===== src/lpc_pkg.sv =====
`default_nettype none

package lpc_pkg;

	localparam int ORDER = 10;
	localparam int ADDR_W = 12;

	// Scratch memory regions, low four bits are the index
	// R words hold r[i] as hi/lo halves, A and RC words are sign-extended 16-bit
	localparam logic [ADDR_W-1:0] R_BASE = 12'h100;
	localparam logic [ADDR_W-1:0] A_BASE = 12'h200;
	localparam logic [ADDR_W-1:0] RC_BASE = 12'h300;

	localparam logic [31:0] ONE_Q12 = 32'd4096;
	localparam int RC_LIMIT = 32750;
	localparam logic signed [31:0] MAX_32 = 32'sh7fff_ffff;
	localparam logic signed [31:0] MIN_32 = 32'sh8000_0000;
	localparam int DIV_STEPS = 15;

	// Controller states
	localparam int STATE_W = 4;
	localparam logic [STATE_W-1:0] S_IDLE = 4'd0;
	localparam logic [STATE_W-1:0] S_LOAD = 4'd1;
	localparam logic [STATE_W-1:0] S_SUM = 4'd2;
	localparam logic [STATE_W-1:0] S_DIV = 4'd3;
	localparam logic [STATE_W-1:0] S_RC = 4'd4;
	localparam logic [STATE_W-1:0] S_UPD = 4'd5;
	localparam logic [STATE_W-1:0] S_ALP = 4'd6;
	localparam logic [STATE_W-1:0] S_NORM = 4'd7;
	localparam logic [STATE_W-1:0] S_OUT = 4'd8;

	// Divider phases
	localparam logic [1:0] D_IDLE = 2'd0;
	localparam logic [1:0] D_STEP = 2'd1;
	localparam logic [1:0] D_INV = 2'd2;
	localparam logic [1:0] D_MUL = 2'd3;

	// Double-precision word, hi in [31:16] and lo = low 15 bits in [14:0]
	typedef union packed {
		logic signed [31:0] w;
		struct packed {
			logic signed [15:0] hi;
			logic pad;
			logic [14:0] lo;
		} hl;
	} dpf_t;

	////////////////////////////////////////
	// Basic operators

	function automatic logic signed [31:0] sat32(logic signed [32:0] s);
		if (s[32] != s[31]) begin
			return s[32] ? MIN_32 : MAX_32;
		end
		return s[31:0];
	endfunction

	function automatic logic signed [31:0] l_add(logic signed [31:0] a, logic signed [31:0] b);
		return sat32({a[31], a} + {b[31], b});
	endfunction

	function automatic logic signed [31:0] l_sub(logic signed [31:0] a, logic signed [31:0] b);
		return sat32({a[31], a} - {b[31], b});
	endfunction

	function automatic logic signed [31:0] l_shl(logic signed [31:0] x, logic [8:0] n);
		logic signed [31:0] r;
		r = x;
		for (int s = 0; s < 32; s++) begin
			if (s < n) begin
				if (r[31] != r[30]) begin
					r = r[31] ? MIN_32 : MAX_32;
				end else begin
					r = r <<< 1;
				end
			end
		end
		return r;
	endfunction

	function automatic logic signed [31:0] l_shr(logic signed [31:0] x, logic [4:0] n);
		return x >>> n;
	endfunction

	function automatic logic signed [31:0] l_abs(logic signed [31:0] x);
		if (x == MIN_32) begin
			return MAX_32;
		end
		return x[31] ? -x : x;
	endfunction

	function automatic logic signed [31:0] l_negate(logic signed [31:0] x);
		return (x == MIN_32) ? MAX_32 : -x;
	endfunction

	function automatic logic signed [31:0] l_mult(logic signed [15:0] a, logic signed [15:0] b);
		logic signed [31:0] p;
		p = a * b;
		return (p == 32'sh4000_0000) ? MAX_32 : p <<< 1;
	endfunction

	function automatic logic signed [15:0] mult(logic signed [15:0] a, logic signed [15:0] b);
		logic signed [31:0] p;
		p = (a * b) >>> 15;
		return (p > 32'sd32767) ? 16'sh7fff : p[15:0];
	endfunction

	function automatic dpf_t l_extract(logic signed [31:0] x);
		dpf_t d;
		d.hl.hi = x[31:16];
		d.hl.pad = 1'b0;
		d.hl.lo = x[15:1];
		return d;
	endfunction

	function automatic logic signed [31:0] l_comp(dpf_t d);
		return {d.hl.hi, d.hl.lo, 1'b0};
	endfunction

	function automatic logic signed [31:0] mpy_32(dpf_t a, dpf_t b);
		logic signed [31:0] l;
		l = l_mult(a.hl.hi, b.hl.hi);
		l = l_add(l, l_mult(mult(a.hl.hi, $signed({1'b0, b.hl.lo})), 16'sd1));
		l = l_add(l, l_mult(mult($signed({1'b0, a.hl.lo}), b.hl.hi), 16'sd1));
		return l;
	endfunction

	function automatic logic signed [31:0] mpy_32_16(dpf_t a, logic signed [15:0] n);
		logic signed [31:0] l;
		l = l_mult(a.hl.hi, n);
		l = l_add(l, l_mult(mult($signed({1'b0, a.hl.lo}), n), 16'sd1));
		return l;
	endfunction

	// Q27 double precision to rounded Q12
	function automatic logic signed [15:0] round_q12(dpf_t d);
		logic signed [31:0] t;
		t = l_add(l_shl(l_comp(d), 9'd1), 32'sh0000_8000);
		return t[31:16];
	endfunction

endpackage

`default_nettype wire


===== src/alpha_norm.sv =====
`default_nettype none

module alpha_norm (
	input wire logic clock,
	input wire logic reset,
	input wire logic norm_start,
	input wire logic [31:0] norm_in,
	output logic norm_done,
	output lpc_pkg::dpf_t norm_mant,
	output logic [4:0] norm_exp
);

	logic busy;
	logic [31:0] val;
	logic [4:0] cnt;

	logic [31:0] cur;
	logic [4:0] cur_cnt;
	logic is_norm;

	// First check happens on the start cycle itself
	assign cur = busy ? val : norm_in;
	assign cur_cnt = busy ? cnt : 5'd0;
	assign is_norm = (cur == 32'd0) || (cur[30] != cur[31]);

	always_ff @(posedge clock) begin
		norm_done <= 1'b0;
		if (reset) begin
			busy <= 1'b0;
		end else if (busy || norm_start) begin
			if (is_norm) begin
				busy <= 1'b0;
				norm_done <= 1'b1;
				norm_mant <= lpc_pkg::l_extract(cur);
				norm_exp <= cur_cnt;
			end else begin
				busy <= 1'b1;
				val <= {cur[30:0], 1'b0};
				cnt <= cur_cnt + 5'd1;
			end
		end
	end

endmodule

`default_nettype wire


===== config.mk =====
export PLATFORM = sky130hd
export DESIGN_NAME = alpha_norm
export DESIGN_NICKNAME = d
export VERILOG_FILES = /design/src/lpc_pkg.sv /design/src/alpha_norm.sv
export SDC_FILE = /design/constraint.sdc
export NUM_CORES = 1
export LEC_CHECK = 0
export ABC_AREA = 1
export BUFFER_PORTS_ARGS = -buffer_cell sky130_fd_sc_hd__buf_2
export CAP_MARGIN = 20
export CORE_MARGIN = 2
export CORE_UTILIZATION = 30
export CTS_BUF_LIST = sky130_fd_sc_hd__clkbuf_4 sky130_fd_sc_hd__clkbuf_8 sky130_fd_sc_hd__clkbuf_16
export DETAILED_ROUTE_END_ITERATION = 8
export PLACE_DENSITY_LB_ADDON = 0.15
export SKIP_CTS_REPAIR_TIMING = 1
export SLEW_MARGIN = 40
export SYNTH_ARGS = -nofsm -noshare
export SYNTH_HDL_FRONTEND = slang
export SYNTH_SLANG_ARGS = --single-unit

===== constraint.sdc =====
create_clock -name clock -period 3.6 [get_ports clock]
set_input_delay 0.54 -clock clock [delete_from_list [all_inputs] [get_ports clock]]
set_output_delay 0.54 -clock clock [all_outputs]
set_load 0.03 [all_outputs]

==> key figures <==
Cells and area
  • Reg area: 2200 µm²
  • Diodes inserted: 0
  • Layout Utilization: 38.0%
  • Layout Area Growth over Synthesis: 22.8%
  • Design Area, Final: 3920 µm²
  • Multi-input logic area: 596 µm²
  • Layout fillers: 1052
  • Ratio of cells with drive above 1 in the final layout: 24.1%
  • Fin nets: 431

Detailed routing
  • DRT Pass-1 Iters: 4
  • DRT Wirelength: 6370 µm
  • Vias per cell: 3.94
  • Mean routed wirelength per cell: 11.9 µm
  • Post-route ant nets: 0
  • Via count: 2103
  • Drt first-iter violations: 61
  • Drt drc: 0

Power and ir drop
  • Int Pwr: 0.00152 W
  • Worst VDD drop: 0.195 mV
  • Gate power share: 16.2%
  • Clk pwr share: 32.2%
  • PwrDens: 528 nW/µm²
  • NetSw: 0.000551 W
  • Sw Ratio: 26.6%
  • Leakage: 1.93 nW
  • Overall power: 0.00207 W
  • Seq pwr share: 51.5%

Clock tree
  • Max clock buf depth: 2
  • Root Buffer Master: clkbuf_8
  • CTS Buf Count: 9
  • Clk slew on worst S/H paths: 0.07 ns
  • CTS tree: built
  • Clk_lat worst skew: 0.34 ns
  • Clk sink count: 74
  • H-tree levels: 3

Synth
  • Avg Inst Size Synth: 10.1 µm²
  • Cells after synthesis: 317
  • Post-synth cell types: 19
  • Post-synth ARST share: 0%
  • Synthesized area: 3190 µm²
  • Number of synthesized flops with an enable pin: 72
  • Sequential fraction of the synthesis area: 68.9%
  • Synthesis-stage register bit count: 74
  • Share of the synthesized area in the top cell type: 67.7%
  • Ys flop type: edfxtp_1
  • Leading area contributor after synthesis: edfxtp_1
  • Top cells by area, synth: edfxtp_1 68%, nand2_1 13%, inv_1 11%, nor2_1 1.8%, dfxtp_1 1.3%
  • Synth warn: 0
  • Synth Net Count: 354

Timing
  • Final period util: 74.2%
  • Final setup vio count: 0
  • Fmax: 0.374 GHz
  • Tmin final: 2.67 ns
  • Worst-Margin Slew: 0.611 ns
  • Slew Viols, Final: 0
  • Unrepaired setup endpoints after global routing: false
  • Setup TNS: 0 ns
  • Clk_skew: 0.00825 ns
  • Final hold vios: 0
  • Slew HR: 59.2%

Global routing
  • Overall Global Routing Usage: 12.0%
  • Number of global-route vias before repair: 2124
  • First-pass GRT wire length: 10200 µm
  • Pin count of the biggest net entering global routing: 41
  • GR Overflow Total: 0
  • Initial antenna violation count: 0

Floorplanning
  • Top Ports: 73
  • Initial Utilization: 30.9%
  • Chip width: 107 µm
  • Die area: 11500 µm²
  • Row Count: 37
  • Die height: 107 µm
  • Core area: 10300 µm²

Min path
  • Worst Hold End: val[29]
  • Min-Delay Path Class: primary input to flop
  • Worst Hold Depth: 3
  • Hold path start: norm_in[28]

Setup path
  • Worst r2r dst: norm_mant[10]
  • Crit path DAT: 2.66 ns
  • WS Path Type: flop to flop
  • Worst Reg-to-Reg Cells: 11
  • Reg2reg start: busy
  • Critical path endpoint category: flop
  • Setup crit start kind: flop
  • Critical Path RT: 3.59 ns
  • Setup slack, reg-to-reg: 0.93 ns
  • Max FO, Critical Path: 29

Placement
  • GP Congestion: 0.758
  • Dpl cell area: 3710 µm²
  • Port Buffers: 71
  • HPWL Detailed: 4450 µm

Status
  • Outcome: finished clean

Flow run
  • MaxCap Viol Count: 0
-- registers in the layout (all words and copies together), names as in the netlist --
signal / cells
norm_mant: 31
val: 31
norm_done: 1
busy: 1
norm_exp: 5
cnt: 5
-- power groups by stage --
| stage | registers (W) | clock network, W | logic [W] |
|---|---|---|---|
| after floorplan | 0.00116 | 0 | 0.000165 |
| after global placement | 0.00109 | 0 | 0.000343 |
| after detailed placement | 0.00109 | 0 | 0.000342 |
| after CTS | 0.00107 | 0.000691 | 0.000345 |
| after global routing | 0.00107 | 0.000730 | 0.000383 |
| final | 0.00107 | 0.000668 | 0.000336 |
-- cell families after synthesis --
kind of cell	synth area share (%)
simple gates	15.4
buf+inv	13.0
flops	68.9
compound gates	1.49
fa+ha+maj	0.783
xor+xnor	0.274
other cells	0.117
-- cell usage after synthesis (2+ instances only) --
| cell type | number |
|---|---|
| nor2_1 | 15 |
| o21ai_0 | 4 |
| nor3_1 | 2 |
| inv_1 | 92 |
| buf_6 | 3 |
| or2_2 | 2 |
| dfxtp_1 | 2 |
| nand2_1 | 107 |
| buf_2 | 5 |
| edfxtp_1 | 72 |
| ha_1 | 2 |
| a21oi_1 | 4 |
-- per-layer routing --
layer  routed length, µm  global-route usage [%]  part of all wire, %
met4                  53                    4.45                 0.83
met2                2910                    18.2                   46
met3                 335                    3.95                  5.3
met5                   0                       0                    0
met1                3060                    15.8                   48
-- final cells by class --
type,instances,area share (%)
well taps,136,4.34
multi-input cells,141,15.2
repair buffers,75,10.1
flip-flops and latches,74,56.1
clock inverters,2,0.893
clock buffers,13,4.40
inverters,93,8.90
-- cells in the final DEF (no fill, tap or decap) --
master	n
nand2_1	107
inv_1	92
edfxtp_1	72
buf_2	71
nor2_1	14
clkbuf_8	12
o21ai_0	4
a21oi_1	3
buf_4	3
or2_2	2
nor3_1	2
ha_1	2
dfxtp_1	2
xor2_1	1
inv_2	1
nand2_2	1
nand3_1	1
o21bai_1	1
a21oi_4	1
nor2_4	1
conb_1	1
bufinv_16	1
clkbuf_4	1
clkinv_2	1
buf_12	1
-- through the flow --
step | setup WS, ns | hold WS [ns] | std cells
floorplan | 0.184 | 0.522 | 317
CTS | 0.865 | 0.522 | 534
detailed placement | 0.903 | 0.555 | 519
global route | 0.593 | 0.524 | 534
global placement | 0.939 | 0.557 | 519
finish | 0.928 | 0.536 | 534
-- worst max path at each step --
| stage | start | endpoint | slack, ns |
|---|---|---|---|
| after floorplan | busy | cnt[0] | 0.18 |
| after global placement | busy | val[14] | 0.94 |
| after detailed placement | busy | norm_mant[12] | 0.90 |
| after CTS | busy | norm_mant[10] | 0.87 |
| after global routing | busy | norm_mant[10] | 0.59 |
| final | busy | norm_mant[10] | 0.93 |
-- worst max-delay path, stage by stage (launching register included) --
cell,delay [ns]
dfxtp_1,0.34
inv_2,0.13
or2_2,0.31
o21ai_0,0.11
ha_1,0.20
nand3_1,0.07
nor2_1,0.11
nand2_1,0.06
nor2_1,0.11
nand2_1,0.12
a21oi_4,0.30
buf_4,0.42
No activity file was read; power rests on OpenSTA's default activity.
