File: src/lpc_pkg.sv
`default_nettype none

package lpc_pkg;

	localparam int ORDER = 10;
	localparam int ADDR_W = 12;

	// Scratch memory regions, low four bits are the index
	// R words hold r[i] as hi/lo halves, A and RC words are sign-extended 16-bit
	localparam logic [ADDR_W-1:0] R_BASE = 12'h100;
	localparam logic [ADDR_W-1:0] A_BASE = 12'h200;
	localparam logic [ADDR_W-1:0] RC_BASE = 12'h300;

	localparam logic [31:0] ONE_Q12 = 32'd4096;
	localparam int RC_LIMIT = 32750;
	localparam logic signed [31:0] MAX_32 = 32'sh7fff_ffff;
	localparam logic signed [31:0] MIN_32 = 32'sh8000_0000;
	localparam int DIV_STEPS = 15;

	// Controller states
	localparam int STATE_W = 4;
	localparam logic [STATE_W-1:0] S_IDLE = 4'd0;
	localparam logic [STATE_W-1:0] S_LOAD = 4'd1;
	localparam logic [STATE_W-1:0] S_SUM = 4'd2;
	localparam logic [STATE_W-1:0] S_DIV = 4'd3;
	localparam logic [STATE_W-1:0] S_RC = 4'd4;
	localparam logic [STATE_W-1:0] S_UPD = 4'd5;
	localparam logic [STATE_W-1:0] S_ALP = 4'd6;
	localparam logic [STATE_W-1:0] S_NORM = 4'd7;
	localparam logic [STATE_W-1:0] S_OUT = 4'd8;

	// Divider phases
	localparam logic [1:0] D_IDLE = 2'd0;
	localparam logic [1:0] D_STEP = 2'd1;
	localparam logic [1:0] D_INV = 2'd2;
	localparam logic [1:0] D_MUL = 2'd3;

	// Double-precision word, hi in [31:16] and lo = low 15 bits in [14:0]
	typedef union packed {
		logic signed [31:0] w;
		struct packed {
			logic signed [15:0] hi;
			logic pad;
			logic [14:0] lo;
		} hl;
	} dpf_t;

	////////////////////////////////////////
	// Basic operators

	function automatic logic signed [31:0] sat32(logic signed [32:0] s);
		if (s[32] != s[31]) begin
			return s[32] ? MIN_32 : MAX_32;
		end
		return s[31:0];
	endfunction

	function automatic logic signed [31:0] l_add(logic signed [31:0] a, logic signed [31:0] b);
		return sat32({a[31], a} + {b[31], b});
	endfunction

	function automatic logic signed [31:0] l_sub(logic signed [31:0] a, logic signed [31:0] b);
		return sat32({a[31], a} - {b[31], b});
	endfunction

	function automatic logic signed [31:0] l_shl(logic signed [31:0] x, logic [8:0] n);
		logic signed [31:0] r;
		r = x;
		for (int s = 0; s < 32; s++) begin
			if (s < n) begin
				if (r[31] != r[30]) begin
					r = r[31] ? MIN_32 : MAX_32;
				end else begin
					r = r <<< 1;
				end
			end
		end
		return r;
	endfunction

	function automatic logic signed [31:0] l_shr(logic signed [31:0] x, logic [4:0] n);
		return x >>> n;
	endfunction

	function automatic logic signed [31:0] l_abs(logic signed [31:0] x);
		if (x == MIN_32) begin
			return MAX_32;
		end
		return x[31] ? -x : x;
	endfunction

	function automatic logic signed [31:0] l_negate(logic signed [31:0] x);
		return (x == MIN_32) ? MAX_32 : -x;
	endfunction

	function automatic logic signed [31:0] l_mult(logic signed [15:0] a, logic signed [15:0] b);
		logic signed [31:0] p;
		p = a * b;
		return (p == 32'sh4000_0000) ? MAX_32 : p <<< 1;
	endfunction

	function automatic logic signed [15:0] mult(logic signed [15:0] a, logic signed [15:0] b);
		logic signed [31:0] p;
		p = (a * b) >>> 15;
		return (p > 32'sd32767) ? 16'sh7fff : p[15:0];
	endfunction

	function automatic dpf_t l_extract(logic signed [31:0] x);
		dpf_t d;
		d.hl.hi = x[31:16];
		d.hl.pad = 1'b0;
		d.hl.lo = x[15:1];
		return d;
	endfunction

	function automatic logic signed [31:0] l_comp(dpf_t d);
		return {d.hl.hi, d.hl.lo, 1'b0};
	endfunction

	function automatic logic signed [31:0] mpy_32(dpf_t a, dpf_t b);
		logic signed [31:0] l;
		l = l_mult(a.hl.hi, b.hl.hi);
		l = l_add(l, l_mult(mult(a.hl.hi, $signed({1'b0, b.hl.lo})), 16'sd1));
		l = l_add(l, l_mult(mult($signed({1'b0, a.hl.lo}), b.hl.hi), 16'sd1));
		return l;
	endfunction

	function automatic logic signed [31:0] mpy_32_16(dpf_t a, logic signed [15:0] n);
		logic signed [31:0] l;
		l = l_mult(a.hl.hi, n);
		l = l_add(l, l_mult(mult($signed({1'b0, a.hl.lo}), n), 16'sd1));
		return l;
	endfunction

	// Q27 double precision to rounded Q12
	function automatic logic signed [15:0] round_q12(dpf_t d);
		logic signed [31:0] t;
		t = l_add(l_shl(l_comp(d), 9'd1), 32'sh0000_8000);
		return t[31:16];
	endfunction

endpackage

`default_nettype wire

File: src/coef_store.sv
`default_nettype none

module coef_store (
	input wire logic clock,
	input wire logic reset,
	input wire logic cs_we,
	input wire logic cs_bank,
	input wire logic [3:0] cs_idx,
	input wire lpc_pkg::dpf_t cs_wdata,
	input wire logic cs_swap,
	input wire logic [3:0] cs_idx_a,
	input wire logic [3:0] cs_idx_b,
	output lpc_pkg::dpf_t cs_rdata_a,
	output lpc_pkg::dpf_t cs_rdata_b
);

	lpc_pkg::dpf_t bank [0:1][1:lpc_pkg::ORDER];
	logic sel;
	logic wsel;

	// cs_bank high targets the next-order bank
	assign wsel = sel ^ cs_bank;

	// Both reads come from the current-order bank
	assign cs_rdata_a = bank[sel][cs_idx_a];
	assign cs_rdata_b = bank[sel][cs_idx_b];

	always_ff @(posedge clock) begin
		if (reset) begin
			sel <= 1'b0;
			for (int b = 0; b < 2; b++) begin
				for (int n = 1; n <= lpc_pkg::ORDER; n++) begin
					bank[b][n] <= '0;
				end
			end
		end else begin
			if (cs_swap) begin
				sel <= ~sel;
			end
			if (cs_we) begin
				bank[wsel][cs_idx] <= cs_wdata;
			end
		end
	end

endmodule

`default_nettype wire

File: config.mk
export PLATFORM = sky130hd
export DESIGN_NAME = coef_store
export DESIGN_NICKNAME = d
export VERILOG_FILES = /design/src/lpc_pkg.sv /design/src/coef_store.sv
export SDC_FILE = /design/constraint.sdc
export NUM_CORES = 1
export LEC_CHECK = 0
export ABC_CLOCK_PERIOD_IN_PS = 5200
export BUFFER_PORTS_ARGS = -buffer_cell sky130_fd_sc_hd__buf_2
export CORE_MARGIN = 2
export CORE_UTILIZATION = 55
export CTS_BUF_LIST = sky130_fd_sc_hd__clkbuf_2 sky130_fd_sc_hd__clkbuf_4 sky130_fd_sc_hd__clkbuf_8
export DETAILED_ROUTE_END_ITERATION = 8
export PLACE_DENSITY = 0.72
export SLEW_MARGIN = 0
export SYNTH_ARGS = -nofsm -noshare
export SYNTH_HDL_FRONTEND = slang
export SYNTH_SLANG_ARGS = --single-unit
File: constraint.sdc
create_clock -name clock -period 5.2 [get_ports clock]
set_input_delay 1.04 -clock clock [delete_from_list [all_inputs] [get_ports clock]]
set_output_delay 1.04 -clock clock [all_outputs]
set_load 0.02 [all_outputs]
==> run_results.csv <==
group,metric,value,unit
status,status,"completed",
layout,fill_cells,4345,
setup_path,worstPathCellList,"nand2_2 > nor2_1 > a2111oi_0 > o31ai_1 > buf_2",
logic_synthesis,avgSynthCellArea,14.9,sq um
drt,drt_wl_total,95200,microns
timing,worst_pin_slew,1.13,ns
timing,max_slew_margin,24.6,%
global_route,grt_pass1_wl,138000,microns
setup_path,start_kind,"flop",
layout,syn_to_final_growth,11.1,%
power_and_ir_drop,ir_drop,0.188,mV
timing,min_period_over_period,93.7,%
layout,final_cells,3096,
timing,fmax,205,MHz
logic_synthesis,async_flop_share,0,%
drt,num_vias,21000,
place,port_buffers,112,
logic_synthesis,synth_edf_count,640,
run,drv_cap,0,
setup_path,required,4.16,ns
cts,cts_buffers,104,
cts,cts_tree,"yes",
power_and_ir_drop,fin_total_pwr,12.0,mW
power_and_ir_drop,internal-power,8.93,mW
setup_path,cp_max_fo,52,
drt,drt_iter0_drc,2348,
power_and_ir_drop,p_switching,3.12,mW
cts,htree_levels,3,
floorplan,num_rows,88,
cts,numClockSinks,642,
timing,rsz0062_at_grt,"false",
place,dp_hpwl,54800,microns
logic_synthesis,yosysSeqAreaShare,60.0,%
cts,insertion_delay,0.72,ns
setup_path,cpMaxStageDelayCell,"dfxtp_4",
min_path,holdPathStages,2,
place,place.gp.congestion,0.823,
logic_synthesis,ys_ff_latch,642,
power_and_ir_drop,p_leak,12.9,nW
floorplan,die_h,246,microns
floorplan,initial_utilization,55.7,%
setup_path,max_stage_delay,1.04,ns
setup_path,r2r_end,"bank[0][214]",
cts,clockBufferDepth,3,
setup_path,r2r_cells,5,
drt,wl_per_cell,30.7,microns
floorplan,ioPinCount,113,
cts,clkTransAtPathRegs,0.06,ns
timing,setup_violations,0,
power_and_ir_drop,p_clk_share,35.5,%
drt,drc,0,
cts,cts-root-buf,"clkbuf_8",
cts,cts_setup_buffers,0,
logic_synthesis,synth_area,0.0321,sq mm
layout,layout_common_cells,"640 x edfxtp_1, 385 x and2_1, 189 x mux4_2, 177 x mux2i_1, 110 x buf_2",
setup_path,critPathKind,"flop to output port",
layout,multi_input_area,0.0122,sq mm
drt,avgViaCountPerCell,6.78,
power_and_ir_drop,pwr-share-comb,13.3,%
layout,final_cell_area,0.0357,sq mm
logic_synthesis,postSynthCellCount,2157,
logic_synthesis,synth_nets,2206,
setup_path,cp-end-kind,"output port",
floorplan,die_width,246,microns
layout,seq_area,0.0193,sq mm
global_route,grt_usage,31.9,%
setup_path,r2r-start,"sel",
floorplan,design.core.area,0.0577,sq mm
global_route,antenna_found_initial,11,
setup_path,critPathCapture,"cs_rdata_a[28]",
timing,period_needed,4.87,ns
floorplan,die-area,0.0604,sq mm
cts,cts-resized-gates,0,
timing,finalSetupTns,0,ns
global_route,overflow,0,
global_route,grt_pass1_vias,21600,
drt,ant_nets,0,
drt,firstDrtPassIters,7,
setup_path,reg2reg_setup_slack,2.48,ns
layout,final_common_cell,"edfxtp_1",
min_path,hold_path.class,"flop to flop",
timing,slew_viol_final,0,
layout,nets,2304,
logic_synthesis,synth_flop_cell,"edfxtp_1",
power_and_ir_drop,swShare,25.9,%
logic_synthesis,synth.distinct_cells,40,
layout,drive_gt1_share,26.8,%
place,dp_cells,2914,
logic_synthesis,yosysWarnings,0,
cts,ctsHoldBuffers,0,
setup_path,arrival,3.83,ns
timing,clock_skew,0.0281,ns
timing,hold_viol,0,
power_and_ir_drop,pwr-share-seq,51.2,%
global_route,grt_max_degree,64,
place,dpl-instance-area,0.0337,sq mm
power_and_ir_drop,p_per_area,338,mW/mm^2
-- routing by layer --
| layer | part of all wire (%) | vias up | wire length (microns) | track usage, % |
|---|---|---|---|---|
| li1 | - | 8581 | - | - |
| met1 | 37 | 10700 | 35500 | 43.6 |
| met2 | 46 | 1475 | 44100 | 49.3 |
| met3 | 12 | 260 | 11800 | 7.66 |
| met4 | 4.0 | 10 | 3800 | 13.4 |
| met5 | 0.066 | - | 63 | 0 |
-- registers in the layout, summed over array words and instances (netlist names), named ones only --
register and count:
bank 640, sel 1
-- cell type report --
type                            instances  area share, %
Antenna cell                            5         0.0351
Clock buffer                          143           4.85
Clock inverter                         34          0.673
Inverter                                2         0.0210
Multi-Input combinational cell       1316           34.1
Sequential cell                       642           54.0
Tap cell                              765           2.68
Timing Repair Buffer                  189           3.63
-- critical path: cells and delay by family, from the launching register on --
| family | cells | cell delay [ns] |
|---|---|---|
| compound gates | 2 | 0.86 |
| buf+inv | 1 | 0.31 |
| flops | 1 | 1.04 |
| simple gates | 2 | 0.87 |
-- cells in the mapped netlist (15+ instances only) --
cell type	n	area, sq um
a211oi_1	37	278
buf_2	43	215
nand3_1	15	75.1
mux4_2	189	4260
nand2b_1	17	106
mux2_2	42	473
buf_4	15	113
nor2_1	78	293
nand2_1	43	161
clkbuf_1	128	480
o31ai_1	36	270
mux2i_1	177	1770
or2_2	15	93.8
and2_1	385	2410
o21ai_0	68	340
o22ai_1	99	619
edfxtp_1	640	19200
nor2b_1	45	282
-- power by group through the flow --
stage / registers (mW) / clock network (mW) / logic [mW]
final: 6.17 / 4.28 / 1.60
after global routing: 6.20 / 4.52 / 1.67
after CTS: 6.16 / 4.30 / 1.58
after detailed placement: 6.27 / 0 / 1.58
after global placement: 6.24 / 0 / 1.55
after floorplan: 6.20 / 0 / 1.08
-- worst min path at each step --
| stage | from | endpoint |
|---|---|---|
| 2_1_floorplan | sel | flop |
| 6_report | sel | flop |
| 4_1_cts | cs_swap | flop |
| 3_3_place_gp | sel | sel |
| 3_5_place_dp | sel | sel |
| 5_1_grt | sel | sel |
-- kinds of logic (layout without fill, tap and decap cells) --
family          count (synthesis)  after routing  synth area share [%]
compound gates                291            291                  5.92
xor+xnor                        3              3                0.0818
buf+inv                       199            368                  2.83
flops                         642            642                  60.0
mux                           408            408                  20.2
other cells                     0              5                     0
simple gates                  614            614                  11.0
-- per-stage QoR --
| stage | hold WS [ns] | setup WS (ns) | utilization (%) |
|---|---|---|---|
| after floorplan | 0.522 | 1.14 | - |
| after global placement | 0.546 | 0.815 | 58.4 |
| after detailed placement | 0.554 | 0.727 | 58.4 |
| after CTS | 0.552 | 0.350 | 61.8 |
| after global routing | 0.602 | 0.184 | 61.8 |
| final | 0.566 | 0.326 | 61.8 |
No activity file was read; power rests on OpenSTA's default activity.
